**src/rs_isa_pkg.sv**
```systemverilog
`default_nettype none

package rs_isa_pkg;

	// integer datapath width of the RV32 core
	localparam int xlen = 32;

	// register shifts only look at the low bits of the second operand
	localparam int shamt_w = 5;

	// enough bits to encode every ALU and multiply function below
	localparam int func_w = 4;

	typedef logic [xlen-1:0] word_t;
	typedef logic [shamt_w-1:0] shamt_t;

	// functions that the execute units understand
	// the last four are routed to the multiplier, everything else to the ALU
	typedef enum logic [func_w-1:0] {
		alu_add,
		alu_sub,
		alu_and,
		alu_or,
		alu_xor,
		alu_sll,
		alu_srl,
		alu_sra,
		alu_slt,
		alu_sltu,
		alu_mul,
		alu_mulh,
		alu_mulhsu,
		alu_mulhu
	} alu_func_e;

endpackage

`default_nettype wire
```
**src/rs_uarch_pkg.sv**
```systemverilog
`default_nettype none

package rs_uarch_pkg;
	import rs_isa_pkg::*;

	// station geometry and the queue and register file sizes it refers to
	localparam int rs_sz = 5;
	localparam int sq_sz = 8;
	localparam int lq_sz = 8;
	localparam int prf_sz = 64;

	typedef logic [$clog2(rs_sz)-1:0] rs_idx_t;
	typedef logic [$clog2(sq_sz)-1:0] sq_idx_t;
	typedef logic [$clog2(lq_sz)-1:0] lq_idx_t;
	typedef logic [$clog2(prf_sz)-1:0] preg_t;

	// every instruction class owns a fixed slot, multiplies own two
	localparam rs_idx_t slot_alu = 3'd0;
	localparam rs_idx_t slot_load = 3'd1;
	localparam rs_idx_t slot_store = 3'd2;
	localparam rs_idx_t slot_mul0 = 3'd3;
	localparam rs_idx_t slot_mul1 = 3'd4;

	// one source operand, value is only meaningful once ready is set
	typedef struct packed {
		logic used;
		logic ready;
		preg_t tag;
		word_t value;
	} src_tag_t;

	// renamed instruction as it arrives from dispatch
	typedef struct packed {
		alu_func_e func;
		logic rd_mem;
		logic wr_mem;
		logic dest_valid;
		preg_t dest;
		src_tag_t src1;
		src_tag_t src2;
		word_t imm;
	} is_packet_t;

	// issue request from the station to one execute unit
	typedef struct packed {
		logic valid;
		is_packet_t pkt;
		rs_idx_t idx;
		sq_idx_t sq_pos;
		lq_idx_t lq_pos;
	} fu_req_t;

	// finished result waiting for the completion arbiter
	typedef struct packed {
		logic valid;
		rs_idx_t idx;
		logic dest_valid;
		preg_t dest;
		word_t result;
	} fu_done_t;

	typedef struct packed {
		logic valid;
		preg_t preg;
		word_t value;
	} cdb_t;

	typedef struct packed {
		logic valid;
		logic store;
		word_t addr;
		word_t data;
		sq_idx_t sq_pos;
		lq_idx_t lq_pos;
	} mem_req_t;

	// true for the functions that belong to the multiplier slots
	function automatic logic is_mul_func(alu_func_e f);
		return f inside {alu_mul, alu_mulh, alu_mulhsu, alu_mulhu};
	endfunction

endpackage

`default_nettype wire

```
**src/alu_unit.sv**
```systemverilog
`timescale 1ns/1ps
`default_nettype none

module alu_unit
	import rs_isa_pkg::*, rs_uarch_pkg::*;
(
	input logic clock,
	input logic reset,
	input fu_req_t req,
	output logic ready,
	output fu_done_t done,
	input logic grant
);

	word_t a;
	word_t b;
	shamt_t shamt;
	word_t res;

	// the immediate stands in for the second source on I-type forms
	assign a = req.pkt.src1.value;
	assign b = req.pkt.src2.used ? req.pkt.src2.value : req.pkt.imm;
	assign shamt = b[shamt_w-1:0];

	always_comb begin
		case (req.pkt.func)
			alu_add: res = a + b;
			alu_sub: res = a - b;
			alu_and: res = a & b;
			alu_or: res = a | b;
			alu_xor: res = a ^ b;
			alu_sll: res = a << shamt;
			alu_srl: res = a >> shamt;
			alu_sra: res = word_t'($signed(a) >>> shamt);
			alu_slt: res = word_t'($signed(a) < $signed(b));
			alu_sltu: res = word_t'(a < b);
			default: res = '0;
		endcase
	end

	// a result being granted this cycle frees the register for a new one
	assign ready = !done.valid || grant;

	always_ff @(posedge clock) begin
		if (req.valid) begin
			done <= '{valid: 1'b1, idx: req.idx, dest_valid: req.pkt.dest_valid,
				dest: req.pkt.dest, result: res};
		end else if (grant) begin
			done.valid <= 1'b0;
		end
		if (reset) begin
			done.valid <= 1'b0;
		end
	end

endmodule

`default_nettype wire

```
**config.mk**
```make
export PLATFORM = sky130hd
export DESIGN_NAME = alu_unit
export DESIGN_NICKNAME = d
export VERILOG_FILES = /design/src/rs_isa_pkg.sv /design/src/rs_uarch_pkg.sv /design/src/alu_unit.sv
export SDC_FILE = /design/constraint.sdc
export NUM_CORES = 1
export LEC_CHECK = 0
export BUFFER_PORTS_ARGS = -buffer_cell sky130_fd_sc_hd__buf_4
export CORE_MARGIN = 10
export CORE_UTILIZATION = 35
export DETAILED_ROUTE_END_ITERATION = 12
export MAX_ROUTING_LAYER = met4
export PLACE_DENSITY_LB_ADDON = 0.08
export SLEW_MARGIN = 20
export SYNTH_ARGS = -nofsm -noshare
export SYNTH_HDL_FRONTEND = slang
export SYNTH_SLANG_ARGS = --single-unit
```
**constraint.sdc**
```tcl
create_clock -name clock -period 14.1 [get_ports clock]
set_input_delay 2.115 -clock clock [delete_from_list [all_inputs] [get_ports clock]]
set_output_delay 2.115 -clock clock [all_outputs]
set_load 0.03 [all_outputs]
```
Yosys cells after proc, flatten, opt, wreduce, memory -nomap -nowiden
Cells that the tools add are included.
{ "classes": {"add_sub_neg": 2, "multipliers": 0, "div": 0, "order_cmp": 2, "n_eq_ne": 9, "shifts": 3, "muxes": 4, "bitwise_logic": 3, "reduce_logical": 4} }
{ "ops": {"columns": ["op", "count"], "rows": [
  ["one-hot mux 32 bit (10 select lines)", 1],
  ["< comparator 32 bit", 2],
  ["adder 32 bit", 1],
  ["bitwise AND 32 bit", 1],
  ["2-to-1 mux 32 bit", 1],
  ["bitwise OR 32 bit", 1],
  ["<< shifter 32 x 5 -> 32 bit", 1],
  ["right shift 32 x 5 -> 32 bit", 1],
  [">>> shifter 32 x 5 -> 32 bit", 1],
  ["subtractor 32 bit", 1],
  ["XOR 32 bit", 1],
  ["equality test 4 x 3 -> 1 bit, second input constant", 4],
  ["equality test 4 x 2 -> 1 bit, second input constant", 2],
  ["equality test 4 bit, second input constant", 2],
  ["equality test 4 x 1 -> 1 bit, second input constant", 1],
  ["zero test 4 bit", 1],
  ["2-to-1 mux 1 bit", 2],
  ["nonzero test 2 bit", 1],
  ["zero test 1 bit", 1],
  ["logical OR 1 bit", 1]
]} }
{ "word_totals": {"reg_bits": 43, "latchBits": 0, "ramBits": 0, "romBits": 0, "wordCells": 32, "mem_count": 0} }

Longest topological paths before layout
Gate-level depths: netlist (run 1).
{ "logic_depth": {"depth_word": 3, "ltp_mapped": 19, "ltp_nobuf": 14} }

Worst setup path after synthesis (run 1)
Ideal clock, no wire load.
{ "synth_path": {"path_kind": "input port to flip-flop", "start": "input req[80] (netlist bit)", "end": "register done[0] (netlist bit), data pin", "setup_ps": 264, "arrival_ps": 6037, "t_required_ps": 13836, "setup_slack_ps": 7798, "path_stages": 18, "path_buffers": 5, "path_cell_list": "buf_6 -> mux2i_4 -> inv_4 -> buf_6 -> buf_6 -> buf_2 -> buf_2 -> ha_1 -> fa_1 -> o21bai_1 -> a21oi_1 -> o31ai_1 -> a221oi_2 -> o311ai_2 -> a31oi_1 -> o41a_1 -> o211ai_1 -> nand3_1"} }
{ "synth_via": {"elab_chain_len": 3, "elab_cells_between_ends": 12} }
{ "synth_lines": {"columns": ["element", "line_no", "rtl"], "rows": [
  ["start: declaration", "alu_unit.sv:9", "input fu_req_t req,"],
  ["2-to-1 mux 32 bit *", "alu_unit.sv:22", "assign b = req.pkt.src2.used ? req.pkt.src2.value : req.pkt.imm;"],
  ["subtractor 32 bit, or another cell as far along", "alu_unit.sv:28", "alu_sub: res = a - b;"],
  ["one-hot mux 32 bit (10 select lines) *", "alu_unit.sv:26", "case (req.pkt.func)"],
  ["net res[0]", "alu_unit.sv:18", "word_t res;"],
  ["end signal: assignment", "alu_unit.sv:46", "done <= '{valid: 1'b1, idx: req.idx, dest_valid: req.pkt.dest_valid,"],
  ["end: declaration", "alu_unit.sv:11", "output fu_done_t done,"]
]} }
The timed path passes the listed nets; every way through them passes the cells marked *.
A chain may end at the register's enable or synchronous reset.

Worst setup path in the final report (run 1)
Ends and elaborated chain as after synthesis.

==> out/qor.yml, run 1 <==
floorplan:
  start_util_pct: 35.31
  die_h_um: 195.5
  die_w_um: 195.5
  dieArea_um2: 38200
  ios: 182
  num_rows: 64
  core_um2: 30510
cts:
  clockBufferDepth: 2
  numCtsBuffers: 5
  cts_tree: "yes"
  htree_levels: 2
  cts_resized: 0
  cts.sinks: 43
  cts_root_buf: "clkbuf_16"
  worstSkewPairLatency_ps: 310
  clkTransAtPathRegs_ps: 80
  hold_buffers: 0
  post_cts_buffers: 0
route:
  via_per_inst: 6.445
  drt_first_pass_iters: 7
  postRouteAntennaNets: 0
  drc: 0
  drt_iter0_drc: 1288
  vias: 12090
  wl_per_cell_um: 27.84
  drt_wl_total_um: 52220
synthesis:
  synth_top_family_by_area: "compound AO/OA/AOI/OAI gates"
  synth-adder-area-share_pct: 11.75
  netlist_instances: 1393
  synthesis.area_um2: 10770
  avgSynthCellArea_um2: 7.734
  async_flop_share_pct: 0
  synth_cell_types: 96
  synthMuxAreaShare_pct: 20.07
  synth-edff-count: 42
  ys_warn_count: 0
  synth_ff_type: "edfxtp_1"
  synth_compound_area_share_pct: 30.31
  ys_seq_area_share_pct: 11.89
  ys_ff_latch: 43
  synth_nets: 1631
  yosys.area_share.simple_pct: 17.23
  synth_xor_area_share_pct: 0.7316
power:
  peakVddDrop_uv: 42.12
  power_density_nw_per_um2: 70.65
  p_leak_nw: 5.271
  p_total_mw: 0.8703
place:
  hpwl_um: 40030
  gp_congestion: 1.026
  dp.cells: 1868
  place_area_um2: 12170
  io_buffers: 158
grt:
  met3_usage_pct: 3.426
  grt.total_usage_pct: 27.01
  grt_pass1_wl_um: 78380
  use_met2_pct: 42.37
  globalRouteOverflowTotal: 0
  grt_max_degree: 63
  met1_usage_pct: 34.54
  grt_pass1_vias: 11670
  antenna_found_initial: 0
  busiest_layer: "met2"
critical_path:
  rr_endpoint: "done[42]$_SDFFE_PP0P_"
  rr_worst_depth: 2
  cp.required_ps: 14130
  r2r_start: "done[42]$_SDFFE_PP0P_"
  critPathArrivalTime_ps: 7000
  r2r_slack_ps: 13510
  crit_fanout: 37
  path_class: "in -> reg"
  startpoint_type: "input port"
  endpoint_kind: "register"
final_layout:
  top_register: "done"
  layout.cells.most_common: "buf_4"
  diodes: 0
  area.growth.synth_to_final_pct: 14.33
  drive_gt1_share_pct: 18.72
  final_cell_area_um2: 12320
  final_net_count: 1717
  mostFrequentLayoutCells: "buf_4 (183), nand2_1 (149), nor2_1 (127)"
  largest_reg_flops: 43
  layout.cells.non_filler: 1876
  largestRegisters: "done: 43 flops"
sta:
  tightestPinTransition_ps: 1073
  maxSlewViolCount: 0
  min_period_ps: 6963
  fin_skew_ps: 0
  fmax_mhz: 143.6
  finalCritPeriodShare_pct: 49.38
  finalSetupTns_ps: 0
  hold_violations: 0
  whs_ps: 496.6
  setup_viol: 0
  rsz0062_at_grt: "no"
  slew_headroom_pct: 28.04
min_path:
  whs_endpoint: "done[42]$_SDFFE_PP0P_"
  min_path_type: "reg -> reg"
  hp-start: "done[42]$_SDFFE_PP0P_"
  hold_path_depth: 2
run:
  cap_viol_max_count: 0
outcome:
  status: "complete, no violations"
## layout make-up
cell class,count,area [um^2]
inverter,97,369.1
clock buffer,5,125.1
sequential,43,1281
timing repair buffer,183,1374
clock inverter,3,23.77
fill,3203,18190
tap,396,495.5
multi-input combinational,1149,8650
## layer usage
layer / vias up / wire length (um) / share of wire (%)
li1: 5454 / - / -
met1: 5893 / 22190 / 42
met2: 634 / 24230 / 46
met3: 109 / 3537 / 6.8
met4: 0 / 2260 / 4.3
met5: - / 0 / 0
## cells in the mapped netlist, types with 7 or more instances
cell type | count | area [um^2]
o211ai_1 | 35 | 262.8
inv_1 | 91 | 341.6
o21bai_1 | 14 | 105.1
or2_2 | 7 | 43.79
nor2_1 | 127 | 476.7
nand2_1 | 149 | 559.3
ha_1 | 98 | 1226
buf_1 | 10 | 37.54
o21ai_0 | 91 | 455.4
xnor2_1 | 7 | 61.31
buf_2 | 19 | 95.09
nor3_1 | 26 | 130.1
a31oi_1 | 18 | 112.6
a22oi_1 | 10 | 75.07
o31ai_1 | 9 | 67.56
nand3_1 | 35 | 175.2
nor2b_1 | 7 | 43.79
o221ai_1 | 15 | 131.4
edfxtp_1 | 42 | 1261
a21oi_1 | 119 | 595.6
nand2b_1 | 8 | 50.05
mux2i_1 | 95 | 950.9
o2111ai_1 | 12 | 105.1
a21o_1 | 16 | 120.1
a221oi_1 | 15 | 131.4
o31a_1 | 7 | 61.31
clkbuf_1 | 64 | 240.2
a221o_1 | 15 | 150.1
buf_6 | 7 | 78.83
a211oi_1 | 16 | 120.1
o22ai_1 | 23 | 143.9
nand4_1 | 9 | 56.30
mux4_2 | 36 | 810.8
mux4_1 | 7 | 183.9
## worst max path at each step
stage	startpoint	end	cells after the start
after floorplan	req[80]	done[0]$_DFFE_PP_	18
after global placement	req[80]	done[0]$_DFFE_PP_	15
after detailed placement	req[80]	done[0]$_DFFE_PP_	15
after CTS	req[80]	done[0]$_DFFE_PP_	15
after global routing	req[80]	done[0]$_DFFE_PP_	15
final	req[80]	done[0]$_DFFE_PP_	15
## report_power, final
group	internal, mW	leakage, nW	switching, mW
Clock	0.0666	0.0664	0.0624
Sequential	0.161	0.416	0.00403
Combinational	0.203	4.79	0.374
## worst max-delay path, stage by stage
cell	delay (ps)
buf_4	200
mux2i_4	240
buf_4	510
inv_4	190
ha_1	260
fa_1	440
o21bai_1	170
a21oi_1	120
o31ai_1	680
a221oi_2	310
o311ai_2	510
a31oi_1	310
o41a_1	540
o211ai_1	230
nand3_1	120
## per-stage QoR
stage | utilization, % | setup WS (ps)
global placement | 39.89 | 6998
floorplan | - | 7798
CTS | 40.37 | 7232
finish | 40.37 | 7137
detailed placement | 39.89 | 6941
global route | 40.37 | 6955
## logic make-up after synthesis
family | Yosys count
simple gates | 409
compound gates | 480
xor+xnor | 9
flops | 43
fa+ha+maj | 100
mux | 151
buf+inv | 201
(Power assumes the default switching activity.)
==> run 2: changes to the inputs <==
--- a/config.mk
+++ b/config.mk
@@ -5,6 +5,7 @@
 export SDC_FILE = /design/constraint.sdc
 export NUM_CORES = 1
 export LEC_CHECK = 0
+export ABC_AREA = 1
 export BUFFER_PORTS_ARGS = -buffer_cell sky130_fd_sc_hd__buf_4
 export CORE_MARGIN = 10
 export CORE_UTILIZATION = 35
==> constraint.sdc (replaced) <==
create_clock -name clock -period 5.9 [get_ports clock]
set_input_delay 0.885 -clock clock [delete_from_list [all_inputs] [get_ports clock]]
set_output_delay 0.885 -clock clock [all_outputs]
set_load 0.03 [all_outputs]
==> run 2 against run 1 <==
Clock power rose to 2.8 times the previous value. Sequential power increased by 130%. Worst setup slack lost 5900 ps. Final area up 9.8%. Critical path depth grew 4. Via count grew 33%. Critical endpoint is now done[12]$_DFFE_PP_.
==> out/qor.yml, run 2 <==
run:
  cap_viol_max_count: 0  # unchanged
cts:
  clockBufferDepth: 2  # unchanged
  htree_levels: 2  # unchanged
  clkTransAtPathRegs_ps: 90  # was 80 ps
  cts_resized: 0  # unchanged
  post_cts_buffers: 0  # unchanged
  cts_root_buf: "clkbuf_16"  # unchanged
  cts_tree: "yes"  # unchanged
  numCtsBuffers: 5  # unchanged
  cts.sinks: 43  # unchanged
  worstSkewPairLatency_ps: 310  # about the same
  hold_buffers: 0  # unchanged
critical_path:
  cp.required_ps: 5950  # was 14130 ps
  slowest_stage: "nand2_4"  # was o31ai_1
  crit_chain: "buf_4 -> buf_4 -> nand2_4 -> nand2_4 -> ha_1 -> inv_1 -> fa_1 -> inv_1 -> nand3_1 -> nand3_1 -> nand2_1 -> nand2_1 -> nand2_1 -> nand2_1 -> nand2_1 -> nand2_1 -> o21ai_0 -> nor2_1 -> nand3_1"  # was buf_4 -> mux2i_4 -> buf_4 -> inv_4 -> ha_1 -> fa_1 -> o21bai_1 -> a21oi_1 -> o31ai_1 -> a221oi_2 -> o311ai_2 -> a31oi_1 -> o41a_1 -> o211ai_1 -> nand3_1
  endpoint_kind: "register"  # unchanged
  path_class: "in -> reg"  # unchanged
  critPathArrivalTime_ps: 4750  # was 7000 ps
  path_buf_inv: 4  # was 3
  crit_top_cell: "nand2_1"  # was buf_4
  path_delay_family: "simple AND/OR/NAND/NOR gates"  # was compound AO/OA/AOI/OAI gates
  critPathMaxStageDelay_ps: 470  # was 680 ps
  startpoint_type: "input port"  # unchanged
  crit_fanout: 35  # was 37
sta:
  finalCritPeriodShare_pct: 79.68
  hold_violations: 0  # unchanged
  rsz0062_at_grt: "no"  # unchanged
  tightestPinTransition_ps: 926.4  # was 1073 ps
  maxSlewViolCount: 0  # unchanged
  fmax_mhz: 212.7
  slew_headroom_pct: 38.01  # was 28.04%
  fin_skew_ps: 0  # unchanged
  finalSetupTns_ps: 0  # unchanged
  min_period_ps: 4701
  setup_viol: 0  # unchanged
grt:
  grt.total_usage_pct: 31.23  # was 27.01%
  grt_max_degree: 66  # was 63
  globalRouteOverflowTotal: 0  # unchanged
  grt_pass1_vias: 15060  # was 11670
  grt_pass1_wl_um: 95030  # was 78380 um
  antenna_found_initial: 0  # unchanged
route:
  vias: 16020  # was 12090
  drt_wl_total_um: 66220  # was 52220 um
  drt_first_pass_iters: 8  # was 7
  wl_per_cell_um: 23.74  # was 27.84 um
  drc: 0  # unchanged
  drt_iter0_drc: 2114  # was 1288
  via_per_inst: 5.745  # was 6.445
  postRouteAntennaNets: 0  # unchanged
place:
  io_buffers: 158  # unchanged
  gp_congestion: 1.045  # was 1.026
  hpwl_um: 54370  # was 40030 um
power:
  p_total_mw: 2.217  # was 0.8703 mW
  power_density_nw_per_um2: 164.0  # was 70.65 nW/um^2
  p_leak_nw: 7.334  # was 5.271 nW
  peakVddDrop_uv: 103.8  # was 42.12 uV
synthesis:
  synth.largest_area_cell: "nand2_1"  # was edfxtp_1
  synth_ff_type: "edfxtp_1"  # unchanged
  yosysMostFrequentCell: "nand2_1"  # unchanged
  synth_nets: 2488  # was 1631
  async_flop_share_pct: 0  # unchanged
  synth_cell_types: 46  # was 96
  synth-edff-count: 42  # unchanged
  ys_ff_latch: 43  # unchanged
  ys_seq_area_share_pct: 10.74  # was 11.89%
  ys_warn_count: 0  # unchanged
  synthesis.area_um2: 11930  # was 10770 um^2
  synthDominantCellAreaShare_pct: 22.37  # was 11.71%
  synth.top_cells.by_area: "nand2_1 (22%), nand3_1 (19%), edfxtp_1 (11%)"  # was edfxtp_1 (12%), ha_1 (11%), mux2i_1 (8.8%)
  avgSynthCellArea_um2: 5.303  # was 7.734 um^2
  synth_commonest_cells: "nand2_1 (711), nand3_1 (451), inv_1 (300)"  # was nand2_1 (149), nor2_1 (127), a21oi_1 (119)
  netlist_instances: 2250  # was 1393
outcome:
  status: "complete, no violations"  # unchanged
final_layout:
  diodes: 0  # unchanged
  area.growth.synth_to_final_pct: 13.31  # was 14.33%
  largestRegisters: "done: 43 flops"  # unchanged
  fin_util_pct: 40.22  # was 40.37%
  layout.cells.most_common: "nand2_1"  # was buf_4
  top_register: "done"  # unchanged
  filler_cell_count: 3930  # was 3203
  largest_reg_flops: 43  # unchanged
  mostFrequentLayoutCells: "nand2_1 (711), nand3_1 (451), inv_1 (300)"  # was buf_4 (183), nand2_1 (149), nor2_1 (127)
  final_net_count: 2578  # was 1717
  drive_gt1_share_pct: 10.17  # was 18.72%
floorplan:
  dieArea_um2: 41880  # was 38200 um^2
  ios: 182  # unchanged
  start_util_pct: 35.49  # was 35.31%
  num_rows: 67  # was 64
  die_w_um: 204.6  # was 195.5 um
  core_um2: 33620  # was 30510 um^2
  die_h_um: 204.6  # was 195.5 um
min_path:
  min_path_type: "reg -> reg"  # unchanged
[run 2: cell count changes after synthesis, moves of 20 or more]
cell	change
buf_2	+26
clkbuf_1	-33
inv_1	+209
mux2i_1	-95
mux4_2	-36
nand2_1	+562
nand3_1	+416
nand4_1	+21
nor2_1	+54
o211ai_1	-29
or2_2	+20
[run 2: final timing paths]
path,startpoint,end,slack (ps),cells past startpoint
worst max-delay path,req[80],done[12]$_DFFE_PP_,1200,19
worst min-delay path,done[42]$_SDFFE_PP0P_,done[42]$_SDFFE_PP0P_,500,2
worst max register to register,done[42]$_SDFFE_PP0P_,done[42]$_SDFFE_PP0P_,5310,2
worst min register to register,done[42]$_SDFFE_PP0P_,done[42]$_SDFFE_PP0P_,500,2
[run 2: area by class of cell]
class | count | area (um^2) | share of cell area (%)
clock buffers | 5 | 125.1 | 0.9255
clock inverters | 3 | 43.79 | 0.3239
inverters | 306 | 1151 | 8.515
multi-input cells | 1806 | 9021 | 66.73
flip-flops and latches | 43 | 1281 | 9.477
well taps | 448 | 560.5 | 4.146
repair buffers | 178 | 1336 | 9.884
[run 2: logic make-up after synthesis]
family / Yosys count / synth area share, %
compound gates: 263 / 12.20
xor+xnor: 2 / 0.1468
fa+ha+maj: 100 / 10.61
buf+inv: 401 / 13.78
flops: 43 / 10.74
simple gates: 1441 / 52.53
[run 2: metal layers]
| layer | GRT usage (%) | share of wire (%) | up-vias |
|---|---|---|---|
| met5 | - | 0 | - |
| met4 | 12.27 | 4.3 | 0 |
| met3 | 2.606 | 7.5 | 111 |
| met2 | 50.82 | 47 | 801 |
| met1 | 39.35 | 41 | 7596 |
| li1 | - | - | 7515 |
[run 2: worst min-delay path, delay by kind of cell (launching register included)]
| family | cells | cell delay (ps) |
|---|---|---|
| AO/OA/AOI/OAI | 1 | 60 |
| flip-flops | 1 | 320 |
| AND/OR/NAND/NOR | 1 | 90 |
[run 2: where the power goes]
part	switching [mW]	internal [mW]
combinational	1.05	0.421
clock	0.158	0.201
sequential	0.00939	0.378
[run 2: stage by stage]
stage               hold slack [ps]  worst slack [ps]  cells  cell area (um^2)
floorplan                     820.0              2544   2250             11930
global placement              468.1              1044   2781             13350
detailed placement            483.1              1015   2781             13350
CTS                           496.0              1343   2789             13520
global route                  526.3              1033   2789             13520
finish                        501.2              1199   2789             13520
